===== src/u712_defs.svh =====
// U712 bus slave constants
// address map, bus widths, chip RAM geometry and the ID word
`ifndef U712_DEFS_SVH
`define U712_DEFS_SVH

// 68040 bus widths
`define ADDR_W 32
`define DATA_W 32

// chip RAM window, longword organised
`define CHIP_BASE 32'h0000_0000
`define CHIP_WORDS 256
`define RAM_AW 8
`define CHIP_BYTES (`CHIP_WORDS * 4)

// register window, four longword slots
`define REG_BASE 32'h00DF_F000
`define REG_BYTES 16

// wait states between decode and acknowledge, must be at least 1
`define CHIP_WAIT 3

// value returned by the ID register
`define U712_ID 32'h0712_0600

`endif


===== src/busPkg.sv =====
// 68040 bus types
// transfer size as coded on SIZ, decoded target and the TACK sequencer states
package busPkg;

    // SIZ[1:0] as driven by the CPU
    typedef enum logic [1:0] {
        longSize = 2'b00,
        byteSize = 2'b01,
        wordSize = 2'b10,
        lineSize = 2'b11
    } xferSize;

    // which block answers the cycle
    // targetNone means unmapped, nobody acknowledges
    typedef enum logic [1:0] {
        targetNone = 2'd0,
        targetReg  = 2'd1,
        targetRam  = 2'd2
    } targetSel;

    // termination sequence: idle, TACKn low, TACKn driven high
    typedef enum logic [1:0] {
        tackIdle    = 2'd0,
        tackAck     = 2'd1,
        tackRelease = 2'd2
    } tackState;

endpackage


===== src/regPkg.sv =====
// register space types
// register select decode and the layout of the access counter word
package regPkg;

    // slot select from address bits 3:2
    // slot 3 is not implemented and reads zero
    typedef enum logic [1:0] {
        regId          = 2'd0,
        regScratch     = 2'd1,
        regAccessCount = 2'd2
    } regIndex;

    // live bits of the access counter
    localparam int COUNT_W = 16;

    // counter word as seen on the bus
    // upper half always reads zero
    typedef struct packed {
        logic [31-COUNT_W:0] reserved;
        logic [COUNT_W-1:0]  count;
    } accessReg;

endpackage


===== src/cpuCycleIf.sv =====
// captured CPU cycle
// one decoded 68040 transfer, passed from the decoder to both targets
`timescale 1ns/1ps
`include "u712_defs.svh"

interface cpuCycleIf
    import busPkg::*, regPkg::*;
();
    // one-clock pulse, the fields below are stable around it
    logic                 cycleValid;
    // decoded destination
    targetSel             dest;
    regIndex              regSel;
    logic [`RAM_AW-1:0]   ramWord;
    // high for a read, same sense as RWn
    logic                 rw;
    xferSize              size;
    logic [1:0]           byteAddr;
    logic [`DATA_W-1:0]   writeData;

    modport decoder (
        output cycleValid, dest, regSel, ramWord, rw, size, byteAddr, writeData
    );

    modport target (
        input cycleValid, dest, regSel, ramWord, rw, size, byteAddr, writeData
    );

endinterface


===== src/regBlock.sv =====
// U712 register block
// ID, scratch and access counter, acknowledged one clock after decode
`timescale 1ns/1ps
`include "u712_defs.svh"

module regBlock
    import busPkg::*, regPkg::*;
(
    input  logic                CLK40,
    input  logic                RESETn,
    cpuCycleIf.target           cyc,
    output logic                regAck,
    output logic [`DATA_W-1:0]  regData
);

    logic               regHit;
    logic               scratchWr;
    logic [`DATA_W-1:0] scratch;
    accessReg           accessCount;

    // only cycles decoded for the register window
    assign regHit    = cyc.cycleValid && (cyc.dest == targetReg);
    assign scratchWr = regHit && !cyc.rw && (cyc.regSel == regScratch);

    ////////////////////
    // register state
    ////////////////////

    always_ff @(posedge CLK40) begin
        if (!RESETn) begin
            regAck      <= 1'b0;
            scratch     <= '0;
            accessCount <= '0;
        end else begin
            // ack follows cycleValid by exactly one clock
            regAck <= regHit;
            if (scratchWr) begin
                scratch <= cyc.writeData;
            end
            // every access counts, reads and writes alike
            if (regHit) begin
                accessCount.count <= accessCount.count + 1'b1;
            end
        end
    end

    ////////////////////
    // read mux
    ////////////////////

    // sampled on the same edge as the counter bump,
    // so a counter read sees the count from before this access
    always_ff @(posedge CLK40) begin
        if (regHit && cyc.rw) begin
            case (cyc.regSel)
                regId: begin
                    regData <= `U712_ID;
                end
                regScratch: begin
                    regData <= scratch;
                end
                regAccessCount: begin
                    regData <= accessCount;
                end
                default: begin
                    // unused slot
                    regData <= '0;
                end
            endcase
        end
    end

endmodule


===== src/flat_wrapper.sv =====
// flat-port wrapper written by rule: the top's interface ports become plain ports
module regBlock_flat import busPkg::*, regPkg::*;
  (CLK40, RESETn, regAck, regData, cyc_cycleValid, cyc_dest, cyc_regSel, cyc_ramWord, cyc_rw, cyc_size, cyc_byteAddr, cyc_writeData);
  cpuCycleIf cyc_i ();
  input  logic CLK40;
  input  logic RESETn;
  output logic regAck;
  output logic [`DATA_W-1:0] regData;
  input wire logic [$bits(cyc_i.cycleValid)-1:0] cyc_cycleValid;
  input wire logic [$bits(cyc_i.dest)-1:0] cyc_dest;
  input wire logic [$bits(cyc_i.regSel)-1:0] cyc_regSel;
  input wire logic [$bits(cyc_i.ramWord)-1:0] cyc_ramWord;
  input wire logic [$bits(cyc_i.rw)-1:0] cyc_rw;
  input wire logic [$bits(cyc_i.size)-1:0] cyc_size;
  input wire logic [$bits(cyc_i.byteAddr)-1:0] cyc_byteAddr;
  input wire logic [$bits(cyc_i.writeData)-1:0] cyc_writeData;
  assign cyc_i.cycleValid = cyc_cycleValid;
  assign cyc_i.dest = cyc_dest;
  assign cyc_i.regSel = cyc_regSel;
  assign cyc_i.ramWord = cyc_ramWord;
  assign cyc_i.rw = cyc_rw;
  assign cyc_i.size = cyc_size;
  assign cyc_i.byteAddr = cyc_byteAddr;
  assign cyc_i.writeData = cyc_writeData;
  regBlock u_core (.CLK40(CLK40), .RESETn(RESETn), .cyc(cyc_i), .regAck(regAck), .regData(regData));
endmodule

===== config.mk =====
export PLATFORM = sky130hd
export DESIGN_NAME = regBlock_flat
export DESIGN_NICKNAME = d
export VERILOG_FILES = /design/src/busPkg.sv /design/src/regPkg.sv /design/src/cpuCycleIf.sv /design/src/regBlock.sv /design/src/flat_wrapper.sv
export VERILOG_INCLUDE_DIRS = /design/src
export SDC_FILE = /design/constraint.sdc
export NUM_CORES = 1
export LEC_CHECK = 0
export BUFFER_PORTS_ARGS = -buffer_cell sky130_fd_sc_hd__buf_4
export CAP_MARGIN = 20
export CELL_PAD_IN_SITES_DETAIL_PLACEMENT = 1
export CELL_PAD_IN_SITES_GLOBAL_PLACEMENT = 1
export CORE_UTILIZATION = 38
export DETAILED_ROUTE_END_ITERATION = 12
export PLACE_DENSITY = 0.87
export SKIP_LAST_GASP = 1
export SLEW_MARGIN = 20
export SYNTH_ARGS = -nofsm -noshare
export SYNTH_HDL_FRONTEND = slang
export SYNTH_SLANG_ARGS = --single-unit

===== constraint.sdc =====
create_clock -name CLK40 -period 1.9 [get_ports CLK40]
set_input_delay 0.095 -clock CLK40 [delete_from_list [all_inputs] [get_ports CLK40]]
set_output_delay 0.095 -clock CLK40 [all_outputs]
set_load 0.05 [all_outputs]

# Word level (Yosys, flattened, before mapping)

Index checks and enable logic that the tools add are counted.

Flip-flop bits (word level): 81
Word-level logic and storage cells: 15

Multiplexer cells: 1
Reductions and logical operators: 6
Add/sub/neg operators: 1
Equality and inequality tests: 3

Operators by type and width:

| cell                                                 | count |
|---|---|
| one-hot mux 32 bit (3 select lines)                  | 1 |
| adder 16 x 1 -> 16 bit (second input constant)       | 1 |
| equality test 2 x 1 -> 1 bit (second input constant) | 2 |
| logical AND 1 bit                                    | 4 |
| equality test 2 bit (second input constant)          | 1 |
| logical NOT 2 bit                                    | 1 |
| logical NOT 1 bit                                    | 1 |

# Longest topological paths before layout

Word-level depth: 4
Gate-level depth with buffers: 7

# Worst setup path after synthesis

No wires, ideal clock.

Path type: input port to flip-flop
From: input port cyc_dest[1]
To: register u_core.regData[0] (enable)
Data required time: 1508 ps
Stages: 3
Path buffers: 1
Setup time: 392 ps
Data arrival time: 1277 ps
Slack: 231 ps
Cells stage by stage: and3b_1 buf_2 and2_1

Cells in the longest elaborated chain, start to end: 3

RTL lines:

| item                         | RTL line           | text |
|---|---|---|
| start, declared              | flat_wrapper.sv:10 | `input wire logic [$bits(cyc_i.dest)-1:0] cyc_dest;` |
| equality test 2 x 1 -> 1 bit | regBlock.sv:22     | `assign regHit = cyc.cycleValid && (cyc.dest == targetReg);` |
| logical AND 1 bit            | regBlock.sv:22     |  |
| logical AND 1 bit            | regBlock.sv:54     | `if (regHit && cyc.rw) begin` |
| end signal, assigned         | regBlock.sv:57     | `` regData <= `U712_ID; `` |
| end signal, assigned         | regBlock.sv:60     | `regData <= scratch;` |
| end signal, assigned         | regBlock.sv:63     | `regData <= accessCount;` |
| end, declared                | regBlock.sv:13     | `` output logic [`DATA_W-1:0] regData `` |

Every way passes these cells.
A chain may end at the register's enable or synchronous reset.

# Final worst setup path

From: register u_core.accessCount[0] (netlist name)
To: register u_core.accessCount[14] (netlist name)

Cells in the longest elaborated chain, start to end: 1

RTL lines:

| item                   | RTL line       | text |
|---|---|---|
| start, declared        | regBlock.sv:19 | `accessReg accessCount;` |
| adder 16 x 1 -> 16 bit | regBlock.sv:42 | `accessCount.count <= accessCount.count + 1'b1;` |

Every way passes these cells.

==> summary.txt <==
CTS resizes -> 0
Via count -> 2672
Syn Area/Cell -> 10.4 µm²
Htree depth -> 3
Pwr dens -> 820 nW/µm²
Starting density of the core -> 0.402
CTS tree -> done
Die area -> 8720 µm²
Dpl hpwl -> 5460 µm
Diodes inserted -> 0
RSZ-0062 raised after global routing -> false
Per-cell routed wire length -> 17.4 µm
Setup Skew -> 8.99 ps
Critical path capture point type -> flip-flop
Max frequency -> 0.601 GHz
Clock latency on the worst-skew pair -> 360 ps
Setup TNS -> 0 ps
First-pass detailed-route iteration total -> 4
Data required, critical path -> 2190 ps
Die H -> 93.4 µm
Routed WL -> 8980 µm
DRC -> 0
Clk buf depth -> 2
Post-synth top area share -> 0.309
Period minus WS final -> 1660 ps
Clock slew at reported path FFs -> 80 ps
Hold_buf cts -> 28
Largest net degree at the start of global routing -> 31
Slowest-stage cell, CP -> dfxtp_1
# rows -> 32
Initial DRC Count -> 80
Critical-path cell list -> ha_1 > and4b_1 > nand3_2 > or4_1 > a21oi_1
GP Congestion -> 0.761
Crit path arrival time -> 1950 ps
Final Net Count -> 461
Crit start category -> flip-flop
Max Cap Viol -> 0
Hold Violations, Final -> 0
Top cell type by total area after synthesis -> dfxtp_1
# clock sinks -> 81
Syn Inst Count -> 305
Status -> complete, no violations
Final setup vio count -> 0
Total track usage -> 0.224
Kind of critical path -> reg -> reg
Post-Syn Area -> 3170 µm²
Worst Path Buf+Inv -> 0
First-pass GRT wire length -> 14400 µm
# IOs -> 85
Static Leak -> 1.68 nW
Number of synthesized register bits -> 81
Maximum vdd drop -> 0.362 mV
Slew HR -> 0.544
Clock Root Buffer -> clkbuf_8
TritonCTS Buffers -> 9
Layout cell share with drive strength beyond 1 -> 0.262
Setup WS pre-CTS -> 301 ps
Setup WS post-layout -> 235 ps
Die span in x -> 93.4 µm
Area of the multi-input gates -> 1110 µm²
Initial antenna violation count -> 0
GRT Residual Overflow -> 0
Port Buffers -> 72
Vias in the first global route -> 2841
Sequential area share after synthesis -> 0.612
P&R area growth vs syn -> 37.5%
Post-CTS setup buffer count -> 0
Worst hold path type -> in -> reg
Post-synthesis cell type count -> 37
Syn_nets -> 358
Fill count -> 886
CP top delay family -> simple AND/OR/NAND/NOR gates
Vias per cell -> 5.19
Post-route ant nets -> 0
Yosys warns -> 0
Slew Limit Fails -> 0
Worst-path fanout max -> 5
Core ar. -> 7890 µm²
FF/Latch Area -> 1940 µm²
Final Cycle Share -> 0.876
Worst slew pin tran -> 681 ps
Crit-path max cell delay -> 430 ps
Area contributors post-synth -> dfxtp_1 (31%), edfxtp_1 (30%), nand2_1 (8.0%), a21oi_1 (6.8%), a22o_1 (3.6%)
-- per-stage QoR --
step	instances	total power [mW]	hold WS [ps]	instance area [µm²]	util
final	515	3.57	25.5	4360	0.553
after global routing	515	3.67	21.3	4360	0.553
after CTS	515	3.57	5.12	4360	0.553
after detailed placement	471	2.05	353	3840	0.487
after global placement	471	2.05	345	3840	0.487
after floorplan	305	1.95	217	3170	-
-- flip-flops by register name, summed over array words and instances, names as in the netlist --
| register | flops |
|---|---|
| u_core.scratch | 32 |
| u_core.regData | 32 |
| u_core.regAck | 1 |
| u_core.accessCount | 16 |
-- cell type report --
cell class,count,share of cell area
Tap cell,102,0.0293
Clock inverter,6,0.0244
Clock buffer,10,0.0293
Sequential cell,81,0.445
Timing Repair Buffer,112,0.212
Multi-Input combinational cell,198,0.255
Inverter,6,0.00516
-- worst paths after layout --
path	from	to	cells past startpoint	slack, ps
hold / removal	cyc_writeData[14]	u_core.scratch[14]$_SDFFE_PN0P_	3	30
hold reg to reg	u_core.scratch[1]$_SDFFE_PN0P_	u_core.scratch[1]$_SDFFE_PN0P_	2	460
setup reg to reg	u_core.accessCount[0]$_SDFFE_PN0N_	u_core.accessCount[14]$_SDFFE_PN0N_	5	240
setup / recovery	u_core.accessCount[0]$_SDFFE_PN0N_	u_core.accessCount[14]$_SDFFE_PN0N_	5	240
-- worst register-to-register path, stage by stage (launching register included) --
cell and delay (ps):
dfxtp_1 430, ha_1 170, and4b_1 250, nand3_2 160
or4_1 430, a21oi_1 160
-- power breakdown --
part           total [mW]  switching (mW)  internal [mW]
logic               0.245           0.122          0.123
clock network        1.51           0.644          0.867
registers            1.82         0.00787           1.81
total                3.57           0.774           2.80
-- placed cells by master, fill, tap and decap left out, types with 2 or more instances in the layout --
cell,netlist,layout
nor2b_2,0,2
xor2_1,7,7
nor2b_1,4,2
and2_1,14,14
bufinv_16,0,3
nor2_1,10,10
o21ai_0,2,2
clkbuf_8,0,9
nand3b_1,2,2
dlygate4sd3_1,0,28
edfxtp_1,32,32
and3_1,2,2
dfxtp_1,49,49
buf_4,3,83
or3_1,2,2
o31ai_1,2,2
xnor2_1,4,4
a22o_1,13,13
nand2_1,68,68
nand2b_1,3,3
nand4_1,8,8
a21oi_1,43,43
inv_1,5,5
-- cells in the mapped netlist --
library cell  number
nor3b_4            1
buf_2             11
nand4_1            8
or4_1              1
nand2_1           68
o211ai_1           1
or3_1              2
nand3_2            1
and3_1             2
a22o_1            13
ha_1               1
edfxtp_1          32
a22o_2             1
buf_4              3
and4b_1            1
buf_1              1
xor2_1             7
clkbuf_1           5
nand2b_1           3
nand3_1            1
inv_1              5
nand3_4            1
and4_4             1
inv_2              1
a21oi_1           43
xnor2_1            4
and4_1             1
nand3b_1           2
and3b_1            1
dfxtp_1           49
o21ai_0            2
nor2_1            10
o31ai_1            2
nor2b_1            4
and2_1            14
and2_2             1
and3_2             1
-- cell families after synthesis --
group,count (synthesis),synth area share
simple gates,124,0.198
buf+inv,26,0.0387
compound gates,62,0.117
xor+xnor,11,0.0304
fa+ha+maj,1,0.00394
flops,81,0.612
-- metal layers --
layer | vias to the layer above | GRT usage | share of wire
met1 | 1325 | 0.248 | 0.39
met2 | 66 | 0.406 | 0.54
li1 | 1255 | - | -
met5 | - | 0 | 0
met3 | 26 | 0.0350 | 0.032
met4 | 0 | 0.128 | 0.035
No activity file was read; power rests on OpenSTA's default activity.
