File: src/u712_defs.svh
// U712 bus slave constants
// address map, bus widths, chip RAM geometry and the ID word
`ifndef U712_DEFS_SVH
`define U712_DEFS_SVH

// 68040 bus widths
`define ADDR_W 32
`define DATA_W 32

// chip RAM window, longword organised
`define CHIP_BASE 32'h0000_0000
`define CHIP_WORDS 256
`define RAM_AW 8
`define CHIP_BYTES (`CHIP_WORDS * 4)

// register window, four longword slots
`define REG_BASE 32'h00DF_F000
`define REG_BYTES 16

// wait states between decode and acknowledge, must be at least 1
`define CHIP_WAIT 3

// value returned by the ID register
`define U712_ID 32'h0712_0600

`endif

File: src/busPkg.sv
// 68040 bus types
// transfer size as coded on SIZ, decoded target and the TACK sequencer states
package busPkg;

    // SIZ[1:0] as driven by the CPU
    typedef enum logic [1:0] {
        longSize = 2'b00,
        byteSize = 2'b01,
        wordSize = 2'b10,
        lineSize = 2'b11
    } xferSize;

    // which block answers the cycle
    // targetNone means unmapped, nobody acknowledges
    typedef enum logic [1:0] {
        targetNone = 2'd0,
        targetReg  = 2'd1,
        targetRam  = 2'd2
    } targetSel;

    // termination sequence: idle, TACKn low, TACKn driven high
    typedef enum logic [1:0] {
        tackIdle    = 2'd0,
        tackAck     = 2'd1,
        tackRelease = 2'd2
    } tackState;

endpackage

File: src/regPkg.sv
// register space types
// register select decode and the layout of the access counter word
package regPkg;

    // slot select from address bits 3:2
    // slot 3 is not implemented and reads zero
    typedef enum logic [1:0] {
        regId          = 2'd0,
        regScratch     = 2'd1,
        regAccessCount = 2'd2
    } regIndex;

    // live bits of the access counter
    localparam int COUNT_W = 16;

    // counter word as seen on the bus
    // upper half always reads zero
    typedef struct packed {
        logic [31-COUNT_W:0] reserved;
        logic [COUNT_W-1:0]  count;
    } accessReg;

endpackage

File: src/cpuCycleIf.sv
// captured CPU cycle
// one decoded 68040 transfer, passed from the decoder to both targets
`timescale 1ns/1ps
`include "u712_defs.svh"

interface cpuCycleIf
    import busPkg::*, regPkg::*;
();
    // one-clock pulse, the fields below are stable around it
    logic                 cycleValid;
    // decoded destination
    targetSel             dest;
    regIndex              regSel;
    logic [`RAM_AW-1:0]   ramWord;
    // high for a read, same sense as RWn
    logic                 rw;
    xferSize              size;
    logic [1:0]           byteAddr;
    logic [`DATA_W-1:0]   writeData;

    modport decoder (
        output cycleValid, dest, regSel, ramWord, rw, size, byteAddr, writeData
    );

    modport target (
        input cycleValid, dest, regSel, ramWord, rw, size, byteAddr, writeData
    );

endinterface

File: src/cycleDecode.sv
// 68040 cycle decoder
// samples TSn, latches the cycle attributes and picks register or chip RAM
`timescale 1ns/1ps
`include "u712_defs.svh"

module cycleDecode
    import busPkg::*, regPkg::*;
(
    input  logic                CLK40,
    input  logic                RESETn,
    input  logic                TSn,
    input  logic [`ADDR_W-1:0]  address,
    input  logic                RWn,
    input  logic [1:0]          SIZ,
    input  logic [`DATA_W-1:0]  dataIn,
    cpuCycleIf.decoder          cyc
);

    logic [`ADDR_W-1:0] ramOff;
    logic [`ADDR_W-1:0] regOff;
    logic               ramHit;
    logic               regHit;
    targetSel           hitSel;
    logic               cycleOpen;
    logic               takeStart;

    ////////////////////
    // address decode
    ////////////////////

    // offsets into each window, wraps below the base so one compare is enough
    assign ramOff = address - `CHIP_BASE;
    assign regOff = address - `REG_BASE;
    assign ramHit = ramOff < `CHIP_BYTES;
    assign regHit = regOff < `REG_BYTES;

    assign hitSel = ramHit ? targetRam : (regHit ? targetReg : targetNone);

    // TSn is only taken while no cycle is in decode
    assign takeStart = !TSn && !cycleOpen;

    ////////////////////
    // cycle control
    ////////////////////

    // edge 0 opens the cycle, edge 1 issues cycleValid
    always_ff @(posedge CLK40) begin
        if (!RESETn) begin
            cycleOpen      <= 1'b0;
            cyc.cycleValid <= 1'b0;
            cyc.dest       <= targetNone;
        end else begin
            cyc.cycleValid <= 1'b0;
            if (takeStart) begin
                cycleOpen <= 1'b1;
                cyc.dest  <= hitSel;
            end else if (cycleOpen) begin
                cycleOpen      <= 1'b0;
                // unmapped cycles are simply dropped
                cyc.cycleValid <= (cyc.dest != targetNone);
            end
        end
    end

    // attributes held for the whole cycle, next TSn overwrites them
    always_ff @(posedge CLK40) begin
        if (takeStart) begin
            cyc.regSel    <= regIndex'(regOff[3:2]);
            cyc.ramWord   <= ramOff[`RAM_AW+1:2];
            cyc.rw        <= RWn;
            cyc.size      <= xferSize'(SIZ);
            cyc.byteAddr  <= address[1:0];
            cyc.writeData <= dataIn;
        end
    end

    // CPU must not start a new transfer inside the decode window
    assert property (@(posedge CLK40) disable iff (!RESETn) cycleOpen |-> TSn);

    // software only touches the register block with longword moves
    assert property (@(posedge CLK40) disable iff (!RESETn)
        (cyc.cycleValid && cyc.dest == targetReg) |-> (cyc.size == longSize));

endmodule

File: src/flat_wrapper.sv
// flat-port wrapper written by rule: the top's interface ports become plain ports
module cycleDecode_flat import busPkg::*, regPkg::*;
  (CLK40, RESETn, TSn, address, RWn, SIZ, dataIn, cyc_cycleValid, cyc_dest, cyc_regSel, cyc_ramWord, cyc_rw, cyc_size, cyc_byteAddr, cyc_writeData);
  cpuCycleIf cyc_i ();
  input  logic CLK40;
  input  logic RESETn;
  input  logic TSn;
  input  logic [`ADDR_W-1:0] address;
  input  logic RWn;
  input  logic [1:0] SIZ;
  input  logic [`DATA_W-1:0] dataIn;
  output wire logic [$bits(cyc_i.cycleValid)-1:0] cyc_cycleValid;
  output wire logic [$bits(cyc_i.dest)-1:0] cyc_dest;
  output wire logic [$bits(cyc_i.regSel)-1:0] cyc_regSel;
  output wire logic [$bits(cyc_i.ramWord)-1:0] cyc_ramWord;
  output wire logic [$bits(cyc_i.rw)-1:0] cyc_rw;
  output wire logic [$bits(cyc_i.size)-1:0] cyc_size;
  output wire logic [$bits(cyc_i.byteAddr)-1:0] cyc_byteAddr;
  output wire logic [$bits(cyc_i.writeData)-1:0] cyc_writeData;
  assign cyc_cycleValid = cyc_i.cycleValid;
  assign cyc_dest = cyc_i.dest;
  assign cyc_regSel = cyc_i.regSel;
  assign cyc_ramWord = cyc_i.ramWord;
  assign cyc_rw = cyc_i.rw;
  assign cyc_size = cyc_i.size;
  assign cyc_byteAddr = cyc_i.byteAddr;
  assign cyc_writeData = cyc_i.writeData;
  cycleDecode u_core (.CLK40(CLK40), .RESETn(RESETn), .TSn(TSn), .address(address), .RWn(RWn), .SIZ(SIZ), .dataIn(dataIn), .cyc(cyc_i));
endmodule
File: config.mk
export PLATFORM = sky130hd
export DESIGN_NAME = cycleDecode_flat
export DESIGN_NICKNAME = d
export VERILOG_FILES = /design/src/busPkg.sv /design/src/regPkg.sv /design/src/cpuCycleIf.sv /design/src/cycleDecode.sv /design/src/flat_wrapper.sv
export VERILOG_INCLUDE_DIRS = /design/src
export SDC_FILE = /design/constraint.sdc
export NUM_CORES = 1
export LEC_CHECK = 0
export BUFFER_PORTS_ARGS = -buffer_cell sky130_fd_sc_hd__buf_2
export CAP_MARGIN = 20
export CORE_UTILIZATION = 45
export CTS_BUF_LIST = sky130_fd_sc_hd__clkbuf_8
export CTS_CLUSTER_DIAMETER = 200
export DETAILED_ROUTE_END_ITERATION = 10
export PLACE_DENSITY = 0.84
export SETUP_SLACK_MARGIN = 0.4
export SLEW_MARGIN = 20
export SYNTH_ARGS = -nofsm -noshare
export SYNTH_HDL_FRONTEND = slang
export SYNTH_SLANG_ARGS = --single-unit
export TNS_END_PERCENT = 50
File: constraint.sdc
create_clock -name CLK40 -period 10.6 [get_ports CLK40]
set_input_delay 3.18 -clock CLK40 [delete_from_list [all_inputs] [get_ports CLK40]]
set_output_delay 3.18 -clock CLK40 [all_outputs]
set_load 0.01 [all_outputs]
# Yosys cells after proc, flatten, opt, wreduce, memory -nomap -nowiden
# Cells that the tools add are included.
# totals
regBits	51
out_inout_bits	50
input_bits	70
word_cells	22
# op_classes
n_lt_le_gt_ge	2
bitwise_logic	2
muxes	3
n_reduce_logical	5
addsub	1
# op_table
operator	count
$lt A32 B11 Y1 const B	1
$lt A32 B5 Y1 const B	1
$sub A32 B24 Y32 const B	1
$reduce_or A3 Y1	1
$logic_not A1 Y1	2
$mux W1	2
$mux W2	1
$not A1 Y1	2
$reduce_bool A2 Y1	1
$logic_and A1 B1 Y1	1

# Longest topological paths before layout
# logic_depth
ltp_word	4
depth_mapped	4
ltp_nobuf	4

# Worst setup path before layout
# No wires, ideal clock.
# synth_timing
path_type	input port to flip-flop
from	in TSn
to	reg u_core.cyc.dest[1]
setup_time_ns	0.059
n_path_buf	0
required_ns	10.541
path_stages	4
arrival_ns	5.784
slack_ns	4.757
path_cell_list	nor2_1 -> nand3_1 -> o21ai_0 -> and2_1
# synth_via
elab_chain_len	2
# synth_rtl
item	line	rtl
start, declared	flat_wrapper.sv:7	input logic TSn;
$logic_not A1 Y1	cycleDecode.sv:40	assign takeStart = !TSn && !cycleOpen;
$logic_and A1 B1 Y1	cycleDecode.sv:40	
end signal, assigned	cycleDecode.sv:51	cyc.dest <= targetNone;
end signal, assigned	cycleDecode.sv:56	cyc.dest <= hitSel;
end, declared	cpuCycleIf.sv:22	output cycleValid, dest, regSel, ramWord, rw, size, byteAddr, writeData
# No other way between the ends.
# A chain may end at the register's enable or synchronous reset.

# Worst setup path after layout
# layout_timing
from	in TSn
to	reg u_core.cyc.dest[1]
# layout_via
elab_chain_len	2
# layout_rtl
item	line	rtl
$logic_not A1 Y1	cycleDecode.sv:40	
$logic_and A1 B1 Y1	cycleDecode.sv:40	
via u_core.takeStart	cycleDecode.sv:25	logic takeStart;
# The timed path passes the listed nets, and every way through them passes these cells.

==> results.yml <==
placement:
  place_congestion: 0.779
  place_inst: 246
  place_ws_ns: 6.03
  dp.final_hpwl_mm: 2.67
  dpl_cell_area_sq_um: 2330
  io_buffers: 119
hold_path:
  worst_hold_path_type: "reg2reg"
  whs_endpoint: "u_core.cyc.cycleValid"
  hold_start: "u_core.cycleOpen"
  hold_depth: 1
setup_path:
  path_delay_family: "simple AND/OR/NAND/NOR gates"
  worstPathArrival_ns: 4.49
  slowest_stage: "nor2_4"
  r2r_start: "u_core.cycleOpen"
  rr_worst_depth: 4
  cpPeakStageDelay_ns: 0.62
  required_ns: 10.84
  path_buf_inv: 1
  cp_cell_sequence: "buf_2 > nor2_4 > nand3_1 > o21ai_0 > and2_1"
  critPathKind: "in2reg"
  critPathLaunchType: "primary input"
  critPathMaxFanout: 27
  endpoint_kind: "flop"
  reg2reg_to: "u_core.cyc.dest[1]"
  rrSetupSlack_ns: 9.01
drt:
  wl_per_cell_um: 13.3
  drc: 0
  viasPerCell: 4.82
  vias: 1224
  dr.pass1.iters: 4
  drtAntennaViolNets: 0
  wirelength_mm: 3.37
  drt-initial-drc-count: 56
finish:
  finalInstanceArea_sq_um: 2420
  nets: 277
  drive_above_1_share_pct: 63.5
  syn2layout_area_growth_pct: 46.0
  fillCellCount: 251
  fin_cells: 254
  antennaDiodeCount: 0
global_routing:
  met3_usage_pct: 6.20
  grtUsageTotal_pct: 18.8
  grt_pass1_vias: 1124
  grt_max_degree: 28
  grt-ovfl-total: 0
  busiest_layer: "met2"
  grt_pass1_wl_mm: 5.35
  grt_util_met1_pct: 20.5
  grtUsageMet2_pct: 33.2
  antenna_found_initial: 0
cts:
  cts_root_buffer: "clkbuf_8"
  cts-htree-levels: 2
  cts_made_buffers: 5
  clk_pin_slew_worst_paths_ns: 0.08
  postCtsSetupRepairBufs: 0
  clk_path_buf_depth: 2
  clock_sinks: 49
  cts_tree: "done"
  cts-resized-gates: 0
  ctsHoldBuffers: 0
  insertion_delay_ns: 0.29
synthesis:
  synth_area_leader_cell: "edfxtp_1"
  ys_ff_latch: 49
  synthArstFlopShare_pct: 0
  ys_seq_area_share_pct: 86.3
  synth_most_common_cell: "edfxtp_1"
  synth_top_area_share_pct: 81.4
  synth_common_cells: "edfxtp_1 (45), nor4_1 (5), dfxtp_1 (4), o21ai_0 (4)"
  synth_flop_cell: "edfxtp_1"
  syn_avg_cell_area_sq_um: 20.2
  synth_area_sq_um: 1660
  synth_fp_nets: 152
  synthTopCellsByArea: "edfxtp_1 (81%), dfxtp_1 (4.8%), nor4_1 (1.9%)"
  synth-edff-count: 45
  synthCells: 82
  synth_warnings: 0
  synth_cell_type_count: 21
timing:
  finalCriticalPeriod_ns: 4.24
  clock_skew_ns: 0.00235
  setup_violations: 0
  period_share_pct: 40.0
  tightest_slew_ns: 0.786
  grt_setup_unrepaired: "false"
  setup_slack_ns: 6.36
  hold_slack_ns: 0.551
  finalHoldViolCount: 0
  clock.fmax_mhz: 236
  tns_ns: 0
  slew_headroom_pct: 47.5
  slew_viol_final: 0
power:
  power_density_nw_per_um2: 153
  vdd_ir_drop_max_uv: 86.2
  cellLeakagePower_nw: 1.05
die:
  die_area_sq_um: 3930
  fp.dieW_um: 62.7
  num_rows: 21
  die_y_um: 62.7
  io_pins: 120
  initial_core_util_pct: 48.2
  core_area_sq_um: 3440
job:
  cap_violations: 0
run_status:
  status: "finished, final reports clean"
==> power by group <==
part,leakage [nW],internal [mW],switching (mW)
clock,0.0445,0.0468,0.0590
sequential,0.466,0.223,0.00249
combinational,0.544,0.0183,0.0202
total,1.05,0.288,0.0816
==> logic make-up after synthesis <==
family	Yosys count	synth area share [%]
buffers and inverters	2	0.905
AND/OR/NAND/NOR	21	8.07
AO/OA/AOI/OAI	10	4.75
flip-flops	49	86.3
==> registers in the layout, indices dropped and copies added (netlist names) <==
name	cells
u_core.cyc.writeData	32
u_core.cyc.ramWord	8
u_core.cyc.rw	1
u_core.cyc.cycleValid	1
u_core.cyc.size	2
u_core.cycleOpen	1
u_core.cyc.byteAddr	2
u_core.cyc.dest	2
==> cell usage in the layout (no fill, tap or decap) <==
cell type and instances:
and4b_1 1, nor4b_2 1, clkbuf_8 5, nor3b_1 1, o31ai_2 1, and4_1 1, buf_16 1, edfxtp_1 45
clkinvlp_4 1, and2_1 2, nor4_1 5, inv_6 1, dfxtp_1 4, o21ai_1 1, nor2_4 1, o211ai_1 1
nor3_1 2, nand4_1 3, nand3_1 1, nand2_1 3, o41ai_1 1, clkinv_2 1, buf_2 119, o21ai_0 4
o211a_1 1, a2111oi_2 1
==> how the worst max path moves through the flow <==
stage / from / endpoint / slack [ns] / depth (start not counted)
CTS: TSn / u_core.cyc.dest[1] / 6.35 / 5
finish: TSn / u_core.cyc.dest[1] / 6.36 / 5
floorplan: TSn / u_core.cyc.dest[1] / 4.76 / 4
global route: TSn / u_core.cyc.dest[0] / 6.24 / 4
global placement: TSn / u_core.cyc.dest[1] / 5.75 / 5
detailed placement: TSn / u_core.cyc.dest[1] / 6.03 / 5
==> cell type report <==
type | instances | area [sq um] | area share [%]
Sequential cell | 49 | 1430 | 59.1
Timing Repair Buffer | 120 | 623 | 25.7
Multi-Input combinational cell | 31 | 220 | 9.09
Clock buffer | 5 | 68.8 | 2.84
Tap cell | 46 | 57.6 | 2.38
Clock inverter | 3 | 21.3 | 0.878
==> through the flow <==
step | util [%] | power [mW]
final | 70.4 | 0.370
after global routing | 70.4 | 0.386
after CTS | 70.4 | 0.374
after detailed placement | 67.8 | 0.269
after global placement | 67.0 | 0.266
after floorplan | - | 0.243
==> per-layer routing <==
metal  part of all wire [%]  vias to the layer above
met2                     51                       91
li1                       -                      586
met4                    1.6                        0
met1                     37                      542
met5                      0                        -
met3                     10                        5
Power figures use the tool's default switching activity.
