`src/u712_defs.svh`:
```
// U712 bus slave constants
// address map, bus widths, chip RAM geometry and the ID word
`ifndef U712_DEFS_SVH
`define U712_DEFS_SVH

// 68040 bus widths
`define ADDR_W 32
`define DATA_W 32

// chip RAM window, longword organised
`define CHIP_BASE 32'h0000_0000
`define CHIP_WORDS 256
`define RAM_AW 8
`define CHIP_BYTES (`CHIP_WORDS * 4)

// register window, four longword slots
`define REG_BASE 32'h00DF_F000
`define REG_BYTES 16

// wait states between decode and acknowledge, must be at least 1
`define CHIP_WAIT 3

// value returned by the ID register
`define U712_ID 32'h0712_0600

`endif

```
`src/busPkg.sv`:
```
// 68040 bus types
// transfer size as coded on SIZ, decoded target and the TACK sequencer states
package busPkg;

    // SIZ[1:0] as driven by the CPU
    typedef enum logic [1:0] {
        longSize = 2'b00,
        byteSize = 2'b01,
        wordSize = 2'b10,
        lineSize = 2'b11
    } xferSize;

    // which block answers the cycle
    // targetNone means unmapped, nobody acknowledges
    typedef enum logic [1:0] {
        targetNone = 2'd0,
        targetReg  = 2'd1,
        targetRam  = 2'd2
    } targetSel;

    // termination sequence: idle, TACKn low, TACKn driven high
    typedef enum logic [1:0] {
        tackIdle    = 2'd0,
        tackAck     = 2'd1,
        tackRelease = 2'd2
    } tackState;

endpackage

```
`src/cycleTerm.sv`:
```
// 68040 cycle termination
// drives TACKn, TBIn and TCIn low then high for one clock each, then releases
// read data is presented while TACKn is low
`timescale 1ns/1ps
`include "u712_defs.svh"

module cycleTerm
    import busPkg::*;
(
    input  logic                CLK40,
    input  logic                RESETn,
    input  logic                regAck,
    input  logic [`DATA_W-1:0]  regData,
    input  logic                ramAck,
    input  logic [`DATA_W-1:0]  ramData,
    input  logic                readCycle,
    output logic                TACKn,
    output logic                TBIn,
    output logic                TCIn,
    output logic                tackOe,
    output logic [`DATA_W-1:0]  dataOut,
    output logic                dataOe
);

    tackState state;
    logic     tackStart;

    // no bursts and no caching, so TBIn and TCIn always follow TACKn
    assign TBIn = TACKn;
    assign TCIn = TACKn;

    // start request, held until the sequencer turns its drivers on
    always_ff @(posedge CLK40) begin
        if (!RESETn) begin
            tackStart <= 1'b0;
        end else if (state == tackIdle && tackStart) begin
            tackStart <= 1'b0;
        end else if (regAck || ramAck) begin
            tackStart <= 1'b1;
        end
    end

    ////////////////////
    // TACK sequencer
    ////////////////////

    always_ff @(posedge CLK40) begin
        if (!RESETn) begin
            state  <= tackIdle;
            tackOe <= 1'b0;
            TACKn  <= 1'b1;
            dataOe <= 1'b0;
        end else begin
            case (state)
                tackIdle: begin
                    if (tackStart) begin
                        state  <= tackAck;
                        tackOe <= 1'b1;
                        TACKn  <= 1'b0;
                        dataOe <= readCycle;
                    end
                end
                tackAck: begin
                    // drive high for a clock before letting go
                    state  <= tackRelease;
                    TACKn  <= 1'b1;
                    dataOe <= 1'b0;
                end
                tackRelease: begin
                    state  <= tackIdle;
                    tackOe <= 1'b0;
                end
                default: begin
                    state <= tackIdle;
                end
            endcase
        end
    end

    // read data from whichever target answered
    always_ff @(posedge CLK40) begin
        if (regAck) begin
            dataOut <= regData;
        end else if (ramAck) begin
            dataOut <= ramData;
        end
    end

    // decode selects one target per cycle
    assert property (@(posedge CLK40) disable iff (!RESETn) !(regAck && ramAck));

    // CPU waits for the release before the next TSn, so no ack overlaps a termination
    assert property (@(posedge CLK40) disable iff (!RESETn) (regAck || ramAck) |-> !tackOe);

endmodule

```
`config.mk`:
```
export PLATFORM = sky130hd
export DESIGN_NAME = cycleTerm
export DESIGN_NICKNAME = d
export VERILOG_FILES = /design/src/busPkg.sv /design/src/cycleTerm.sv
export VERILOG_INCLUDE_DIRS = /design/src
export SDC_FILE = /design/constraint.sdc
export NUM_CORES = 1
export LEC_CHECK = 0
export BUFFER_PORTS_ARGS = -buffer_cell sky130_fd_sc_hd__buf_2
export CAP_MARGIN = 10
export CORE_MARGIN = 2
export CORE_UTILIZATION = 43
export CTS_BUF_LIST = sky130_fd_sc_hd__clkbuf_16
export CTS_CLUSTER_SIZE = 16
export DETAILED_ROUTE_END_ITERATION = 8
export PLACE_DENSITY = 0.8
export SYNTH_ARGS = -nofsm -noshare
export SYNTH_HDL_FRONTEND = slang
export SYNTH_SLANG_ARGS = --single-unit
```
`constraint.sdc`:
```
create_clock -name CLK40 -period 1.95 [get_ports CLK40]
set_clock_uncertainty 0.2 [all_clocks]
set_input_delay 0.39 -clock CLK40 [delete_from_list [all_inputs] [get_ports CLK40]]
set_output_delay 0.39 -clock CLK40 [all_outputs]
set_load 0.03 [all_outputs]
```
# == Yosys cells after proc, flatten, opt, wreduce, memory -nomap -nowiden ==
# Index checks and enable logic that the tools add are counted.
# word_totals
output_inout_bits,37
elab_cells,29
regBits,38
inputBits,69
# classes
reduce_logical,9
eq_ne,3
n_mux,10
bitwise_logic,1
# ops
operator,count
$mux W32,2
$pmux W1 S2,3
$reduce_bool A2 Y1,3
$pmux W2 S2,1
$reduce_and A2 Y1,2
$mux W1,3
$eq A2 B1 Y1 const B,1
$eq A2 B2 Y1 const B,1
$logic_not A2 Y1,1
$mux W2,1
$ne A2 B2 Y1 const B,1
$reduce_or A2 Y1,1
$logic_and A1 B1 Y1,1
$logic_or A1 B1 Y1,1
$not A1 Y1,1

# == Depth between registers and ports, before layout ==
# Gate-level depths: netlist of the first run.
# depth
word_depth,3
ltp_mapped,4
ltp_nobuf,2

# == Worst setup path after synthesis of the first run ==
# No wires, ideal clock.
# synth_path
path_type,input to register
start,in regAck
end,"reg dataOut[0], enable pin"
path_stages,3
required_ps,1421
t_arrival_ps,1177
path_buffers,2
setup_ps,329
path_slack_ps,244
cell_sequence,buf_6 buf_12 or2_2
# synth_via
elab_chain_len,1
# synth_rtl
element,line,text
from (decl),cycleTerm.sv:12,"input logic regAck,"
$reduce_bool A2 Y1 (no line),-,
to (signal assigned),cycleTerm.sv:83,dataOut <= regData;
to (signal assigned),cycleTerm.sv:85,dataOut <= ramData;
to (decl),cycleTerm.sv:21,"output logic [`DATA_W-1:0] dataOut,"
# No other way between the ends.
# A chain may end at the register's enable or synchronous reset.

# == Worst setup path after layout of the first run ==
# layout_path
start,reg dataOut[14]
end,out dataOut[14]
# No word-level cell between the ends.

==> results of run 1 <==
cells in the mapped netlist:
cell / count / area (um2)
nor3_2: 1 / 10.01
mux2_4: 28 / 420.4
buf_4: 2 / 15.01
dfxtp_1: 6 / 120.1
o221a_2: 1 / 11.26
and3_2: 1 / 7.510
a221o_2: 1 / 11.26
edfxtp_1: 32 / 960.9
inv_1: 2 / 7.510
nand2b_1: 1 / 6.260
mux2_2: 4 / 45.04
and4bb_2: 1 / 12.51
a32o_1: 1 / 10.01
buf_6: 1 / 11.26
or2_2: 1 / 6.260
buf_12: 3 / 60.06
and2b_2: 1 / 8.760
a211oi_2: 1 / 12.51
o21bai_1: 1 / 7.510
metrics by stage:
step | cells | hold WS, ns | worst slack, ns | instance area (um2)
finish | 248 | 0.1242 | 0.5188 | 2424
global route | 248 | 0.1466 | 0.4920 | 2424
CTS | 248 | 0.1184 | 0.5074 | 2424
detailed placement | 240 | 0.2861 | 0.2551 | 2261
global placement | 240 | 0.2843 | 0.2790 | 2261
floorplan | 89 | 0.3072 | 0.2436 | 1744
layer usage:
| layer | vias to the layer above | part of all wire | global-route usage | routed length [um] |
|---|---|---|---|---|
| li1 | 559 | - | - | - |
| met1 | 548 | 0.34 | 0.1533 | 1245 |
| met2 | 35 | 0.60 | 0.3015 | 2196 |
| met3 | 6 | 0.049 | 0.05167 | 182 |
| met4 | 0 | 0.016 | 0.07653 | 58 |
| met5 | - | 0 | 0 | 0 |
state kept, by name, summed over array words and instances, names as in the netlist:
signal	cells
dataOut	32
dataOe	1
state	2
tackStart	1
TACKn	1
tackOe	1
power by group:
part	internal [mW]	total, mW	switching [mW]
clock network	0.593	0.873	0.281
logic	0.193	0.470	0.277
registers	0.979	1.01	0.0281
how the worst max path moves through the flow:
stage                            end  cells past startpoint
2_1_floorplan   dataOut[0]$_DFFE_PP_                      3
3_3_place_gp    dataOut[2]$_DFFE_PP_                      2
3_5_place_dp   dataOut[18]$_DFFE_PP_                      2
4_1_cts                  dataOut[13]                      1
5_1_grt                         TCIn                      1
6_report                 dataOut[14]                      1
cells by family after synthesis:
| family | count (synthesis) | share of synthesized area |
|---|---|---|
| AO/OA/AOI/OAI | 5 | 0.03013 |
| AND/OR/NAND/NOR | 6 | 0.02942 |
| buffers and inverters | 8 | 0.05380 |
| flip-flops | 38 | 0.6198 |
| multiplexers | 32 | 0.2669 |
cells in the final DEF (no fill, tap or decap):
| cell | synthesis | final |
|---|---|---|
| o21bai_1 | 1 | 1 |
| o221a_2 | 1 | 1 |
| edfxtp_1 | 32 | 32 |
| buf_4 | 2 | 2 |
| buf_2 | 0 | 105 |
| or2_2 | 1 | 1 |
| dfxtp_1 | 6 | 6 |
| mux2_2 | 4 | 4 |
| and4bb_2 | 1 | 1 |
| inv_1 | 2 | 4 |
| a32o_1 | 1 | 1 |
| and2b_2 | 1 | 1 |
| bufinv_16 | 0 | 1 |
| a211oi_2 | 1 | 1 |
| and3_2 | 1 | 1 |
| a221o_2 | 1 | 1 |
| nor3_2 | 1 | 1 |
| mux2_4 | 28 | 28 |
| nand2b_1 | 1 | 1 |
| clkbuf_16 | 0 | 5 |
cell type report:
class | count | area (um2)
Clock inverter | 3 | 37.54
Inverter | 2 | 7.507
Tap cell | 50 | 62.56
Fill cell | 305 | 1519
Timing Repair Buffer | 107 | 540.5
Clock buffer | 5 | 125.1
Sequential cell | 38 | 1081
Multi-Input combinational cell | 43 | 569.3
==> impl_metrics.ini, run 1 <==
[routing]
via_per_inst = 4.629
drc_errors = 0
vias = 1148
routed_wl_um = 3682
first_iter_violations = 45
wl_per_cell_um = 14.85
drt_first_pass_iters = 4
ant_nets = 0

[global_route]
grt.overflow.total = 0
grt_start_max_net_pins = 33
grt_pass1_wl_um = 5037
grt_pass1_vias = 1105
antenna_found_initial = 0
grt.total_usage = 0.1596

[critical_path]
cp_cell_sequence = buf_2
end_kind = output pin
criticalPathCategory = register to output pin
r2r_cells = 2
r2r_slack_ns = 0.73
cp.arrival_ns = 0.84
r2r-start = state[0]$_SDFFE_PN0P_
cpLargestDelayFamily = flip-flops
r2r_end = tackOe$_SDFFE_PN0P_
worstPathMaxFanout = 1
critPathSlowestCell = edfxtp_1
crit_buf_inv = 1
start_kind = register
cp-startpoint = dataOut[14]$_DFFE_PP_
cpPeakStageDelay_ns = 0.38
cp.required_ns = 1.36

[cts]
clk_path_buf_depth = 2
hold_buffers = 0
cts_max_level = 2
cts_root_buffer = clkbuf_16
cts_sinks = 38
cts_tree = done
cts_buffers = 5
postCtsResizedCells = 0
path_clk_slew_ns = 0.05
insertion_delay_ns = 0.27
postCtsSetupRepairBufs = 0

[sta]
setup_viol = 0
worst_slew_pin_slew_ns = 0.7463
final_period_minus_worst_setup_slack_ns = 1.431
rsz0062_at_grt = false
max-slew-margin-rel = 0.5024
max_freq_mhz = 698.7
hold_violations = 0
setup_tns_ns = 0
drv_slew = 0
fin_crit_sh = 0.7340

[die]
core_um2 = 3943
die_w_um = 67.69
rows = 23
io_pins = 106
die_height_um = 67.69
die-area_um2 = 4582
start_util = 0.4424

[min_path]
holdPathStages = 2
hp-start = readCycle
min_to = dataOe$_SDFFE_PN0P_
min_path_type = primary input to register

[power_and_ir_drop]
leakagePower_nw = 1.169
finalPower_mw = 2.351
power_density_nw_per_um2 = 970.2
vdd_ir_drop_max_mv = 0.4738

[placed_design]
gp_congestion = 0.6944
port_buffers = 105

[cells_and_area]
syn2layout_area_growth_pct = 38.95
n_antenna_cell = 0
nets = 266
drive_above_1_share = 0.7727
postLayoutCoreUtil = 0.6147

[logic_synthesis]
ys_seq_area_frac = 0.6198
netlist_instances = 89
synth_cell_types = 19
synth_area_per_cell_um2 = 19.60
ys_ff_latch = 38
syn_nets = 158
yosys_warnings = 0
synth_area_um2 = 1744

[outcome]
status = finished, final reports clean

[run]
max-cap-violations = 0
(Power assumes the default switching activity.)
==> inputs of run 2 (changes only) <==
clock period = 1.4 ns   (was 1.95 ns; I/O delays follow)
==> run 2 against run 1 <==
Compared with the run above: via count grew 3.5%; non-clock buffer count grew 3; clock power grew 65%; largest power group is now the clock network; global-route usage shrank 1.5 points; utilization grew 1.7 points.
==> impl_metrics.ini, run 2 (same netlist as run 1, synthesis figures left out) <==
[outcome]
status = finished, final reports clean

[cells_and_area]
final_common_cell = buf_2
fin_cells = 251
largest_reg_flops = 32
top_register = dataOut
layout_common_cells = buf_2 (105), edfxtp_1 (32), mux2_4 (28)
drive_above_1_share = 0.7861
postLayoutCoreUtil = 0.6322
n_antenna_cell = 0
largestRegisters = dataOut x32, state x2
syn2layout_area_growth_pct = 42.90
final.fill_count = 322
nets = 269
fin_area_um2 = 2492

[power_and_ir_drop]
finalPower_mw = 3.507
leakagePower_nw = 1.197
power_density_nw_per_um2 = 1407
vdd_ir_drop_max_mv = 0.7999

[placed_design]
dpl_cell_area_um2 = 2298
gp_congestion = 0.7206
dp.cells = 243
hpwl_um = 2688
port_buffers = 105
dp_slack_ns = -0.06874

[sta]
max-slew-margin-rel = 0.7119
setup_viol = 0
final_period_minus_worst_setup_slack_ns = 1.323
max_freq_mhz = 755.8
setup_tns_ns = 0
hold_ws_ns = 0.02380
fin_crit_sh = 0.9451
rsz0062_at_grt = false
timing.final.ws_setup_ns = 0.07690
drv_slew = 0
worst_slew_pin_slew_ns = 0.4321
hold_violations = 0

[critical_path]
r2r_end = tackOe$_SDFFE_PN0P_
crit_buf_inv = 1
cp-startpoint = TACKn$_SDFFE_PN1P_
cp.required_ns = 0.92
r2r_cells = 2
cp_cell_sequence = buf_2
cpLargestDelayFamily = flip-flops
start_kind = register
end_kind = output pin
r2r_slack_ns = 0.18
r2r-start = state[0]$_SDFFE_PN0P_
cp.arrival_ns = 0.84
worstPathMaxFanout = 4
criticalPathCategory = register to output pin
critPathSlowestCell = dfxtp_1
cpPeakStageDelay_ns = 0.36

[cts]
path_clk_slew_ns = 0.06
postCtsSetupRepairBufs = 0
hold_buffers = 0
insertion_delay_ns = 0.27
cts_tree = done
clk_path_buf_depth = 2
cts_buffers = 5
cts_root_buffer = clkbuf_16
cts_max_level = 2
postCtsResizedCells = 0
cts_sinks = 38

[routing]
vias = 1188
ant_nets = 0
routed_wl_um = 3476
drc_errors = 0
drt_first_pass_iters = 4
wl_per_cell_um = 13.85
first_iter_violations = 67
via_per_inst = 4.733

[min_path]
min_path_type = primary input to register
hp-start = readCycle
holdPathStages = 2
min_to = dataOe$_SDFFE_PN0P_

[die]
die-area_um2 = 4582
core_um2 = 3943
start_util = 0.4424
die_height_um = 67.69
io_pins = 106
die_w_um = 67.69
rows = 23

[global_route]
antenna_found_initial = 0
grt.total_usage = 0.1445
grt.overflow.total = 0
grt_pass1_vias = 1053
grt_pass1_wl_um = 4692
grt_start_max_net_pins = 33

[run]
max-cap-violations = 0
run 2: how the worst max path moves through the flow:
stage	to	slack (ns)	depth (start not counted)
finish	TCIn	0.08	1
global placement	dataOut[7]$_DFFE_PP_	-0.04	2
floorplan	dataOut[0]$_DFFE_PP_	0.003	3
CTS	TCIn	0.06	1
detailed placement	dataOut[7]$_DFFE_PP_	-0.07	2
global route	TACKn	0.04	1
run 2: layout make-up:
cell class	count	area (um2)	share of cell area
clock inverters	3	68.82	0.02761
repair buffers	110	575.6	0.2309
multi-input cells	43	571.8	0.2294
inverters	2	7.507	0.003012
clock buffers	5	125.1	0.05020
flip-flops and latches	38	1081	0.4337
well taps	50	62.56	0.02510
run 2: power by group:
group	total (mW)	leakage, nW	switching (mW)	internal (mW)
clock	1.44	0.0940	0.418	1.02
sequential	1.40	0.376	0.0373	1.36
combinational	0.666	0.727	0.387	0.279
run 2: routing by layer:
layer	up-vias	global-route usage	share of wire
met2	52	0.2696	0.54
met1	566	0.1389	0.36
met5	-	0	0
met4	0	0.06888	0.012
li1	565	-	-
met3	5	0.05167	0.088
==> inputs of run 3 (changes only) <==
CORE_UTILIZATION = 46   (was 43)
PLACE_DENSITY = 0.85   (was 0.8)
clock period = 1.7 ns   (was 1.4 ns; I/O delays follow)
==> run 3 against run 2 <==
Compared with the run above: design area fell by 2.6%; combinational power fell by 18%; largest power group is now sequential cells; hold slack improved by 0.058 ns; critical endpoint is now TBIn; utilization rose by 3.1 points; largest cell class unchanged; via count fell by 5.4%; wire length fell by 4.5%; die area fell by 6.2%.
==> impl_metrics.ini, run 3 (same netlist as run 1, synthesis figures left out) <==
[outcome]
status = finished, final reports clean

[cells_and_area]
syn2layout_area_growth_pct = 39.17
nets = 267
layout_common_cells = buf_2 (105), edfxtp_1 (32), mux2_4 (28)
final.fill_count = 278
top_register = dataOut
largest_reg_flops = 32
n_antenna_cell = 0
fin_cells = 247
largestRegisters = dataOut x32, state x2
final_common_cell = buf_2
drive_above_1_share = 0.7688

[global_route]
grt_pass1_vias = 1055
grt.total_usage = 0.1599
grt.overflow.total = 0
grt_pass1_wl_um = 4968
antenna_found_initial = 0
grt_start_max_net_pins = 33

[routing]
wl_per_cell_um = 13.44
ant_nets = 0
via_per_inst = 4.551
routed_wl_um = 3319
vias = 1124
first_iter_violations = 90
drt_first_pass_iters = 3
drc_errors = 0

[critical_path]
start_kind = register
r2r-start = state[0]$_SDFFE_PN0P_
r2r_cells = 2
r2r_end = tackOe$_SDFFE_PN0P_
cpLargestDelayFamily = flip-flops
crit_buf_inv = 1
criticalPathCategory = register to output pin
cp_cell_sequence = buf_2
end_kind = output pin
r2r_slack_ns = 0.52
cp.required_ns = 1.16
critPathSlowestCell = dfxtp_1
cp.arrival_ns = 0.86
worstPathMaxFanout = 4
cpPeakStageDelay_ns = 0.37

[min_path]
holdPathStages = 2
min_to = dataOe$_SDFFE_PN0P_
min_path_type = primary input to register
hp-start = readCycle

[sta]
setup_viol = 0
max_freq_mhz = 715.7
setup_tns_ns = 0
drv_slew = 0
rsz0062_at_grt = false
timing.final.ws_setup_ns = 0.3028
hold_ws_ns = 0.08223
fin_crit_sh = 0.8219
final_period_minus_worst_setup_slack_ns = 1.397
hold_violations = 0
worst_slew_pin_slew_ns = 0.1850
max-slew-margin-rel = 0.8767

[placed_design]
dp_slack_ns = 0.1571
hpwl_um = 2601
dp.cells = 239
gp_congestion = 0.7813
port_buffers = 105

[cts]
hold_buffers = 0
insertion_delay_ns = 0.27
cts_max_level = 2
clk_path_buf_depth = 2
cts_tree = done
cts_sinks = 38
postCtsSetupRepairBufs = 0
path_clk_slew_ns = 0.05
postCtsResizedCells = 0
cts_root_buffer = clkbuf_16
cts_buffers = 5

[die]
die_height_um = 65.58
core_um2 = 3661
rows = 22
die_w_um = 65.58
io_pins = 106
start_util = 0.4764
die-area_um2 = 4300

[power_and_ir_drop]
switchingPower_mw = 0.6606
seq_power_share = 0.454
clkPwrFrac = 0.331
p_int_mw = 1.879
vdd_ir_drop_max_mv = 0.6204
leakagePower_nw = 1.164
power_density_nw_per_um2 = 1046
finalPower_mw = 2.539
p_sw_frac = 0.2601
p_comb_frac = 0.215

[run]
max-cap-violations = 0
[run 3: cell types whose count changed in the layout (fill, tap and decap cells not counted), sizes merged]
cell and change:
buf -2, bufinv -2, clkinv +2
[run 3: through the flow]
step | area (um2) | utilization
6_report | 2427 | 0.6630
5_1_grt | 2427 | 0.6630
2_1_floorplan | 1744 | -
3_5_place_dp | 2291 | 0.6258
3_3_place_gp | 2291 | 0.6258
4_1_cts | 2427 | 0.6630
[run 3: final cells by class]
type	instances	area, um2	share of cell area
Sequential cell	38	1081	0.4454
Tap cell	48	60.06	0.02474
Clock buffer	5	125.1	0.05155
Inverter	2	7.507	0.003093
Timing Repair Buffer	108	573.1	0.2361
Multi-Input combinational cell	43	569.3	0.2345
Clock inverter	3	11.26	0.004639
[run 3: how the worst max path moves through the flow]
stage,startpoint,end,cells past startpoint
after CTS,TACKn$_SDFFE_PN1P_,TBIn,1
after global routing,TACKn$_SDFFE_PN1P_,TBIn,1
after detailed placement,regAck,dataOut[9]$_DFFE_PP_,3
after floorplan,regAck,dataOut[0]$_DFFE_PP_,3
after global placement,regAck,dataOut[13]$_DFFE_PP_,3
final,TACKn$_SDFFE_PN1P_,TBIn,1
[run 3: per-layer routing]
layer  up-vias  track usage  routed length, um
met3         4      0.05479                268
met1       501       0.1798               1320
met5         -            0                  0
li1        558            -                  -
met4         0      0.06250                 35
met2        61       0.2781               1695
[run 3: power by group through the flow]
stage | sequential, mW | combinational, mW | clock [mW]
final | 1.15 | 0.546 | 0.841
after global routing | 1.16 | 0.578 | 0.906
after CTS | 1.15 | 0.553 | 0.858
after detailed placement | 1.17 | 0.552 | 0
after global placement | 1.17 | 0.543 | 0
after floorplan | 1.37 | 0.179 | 0
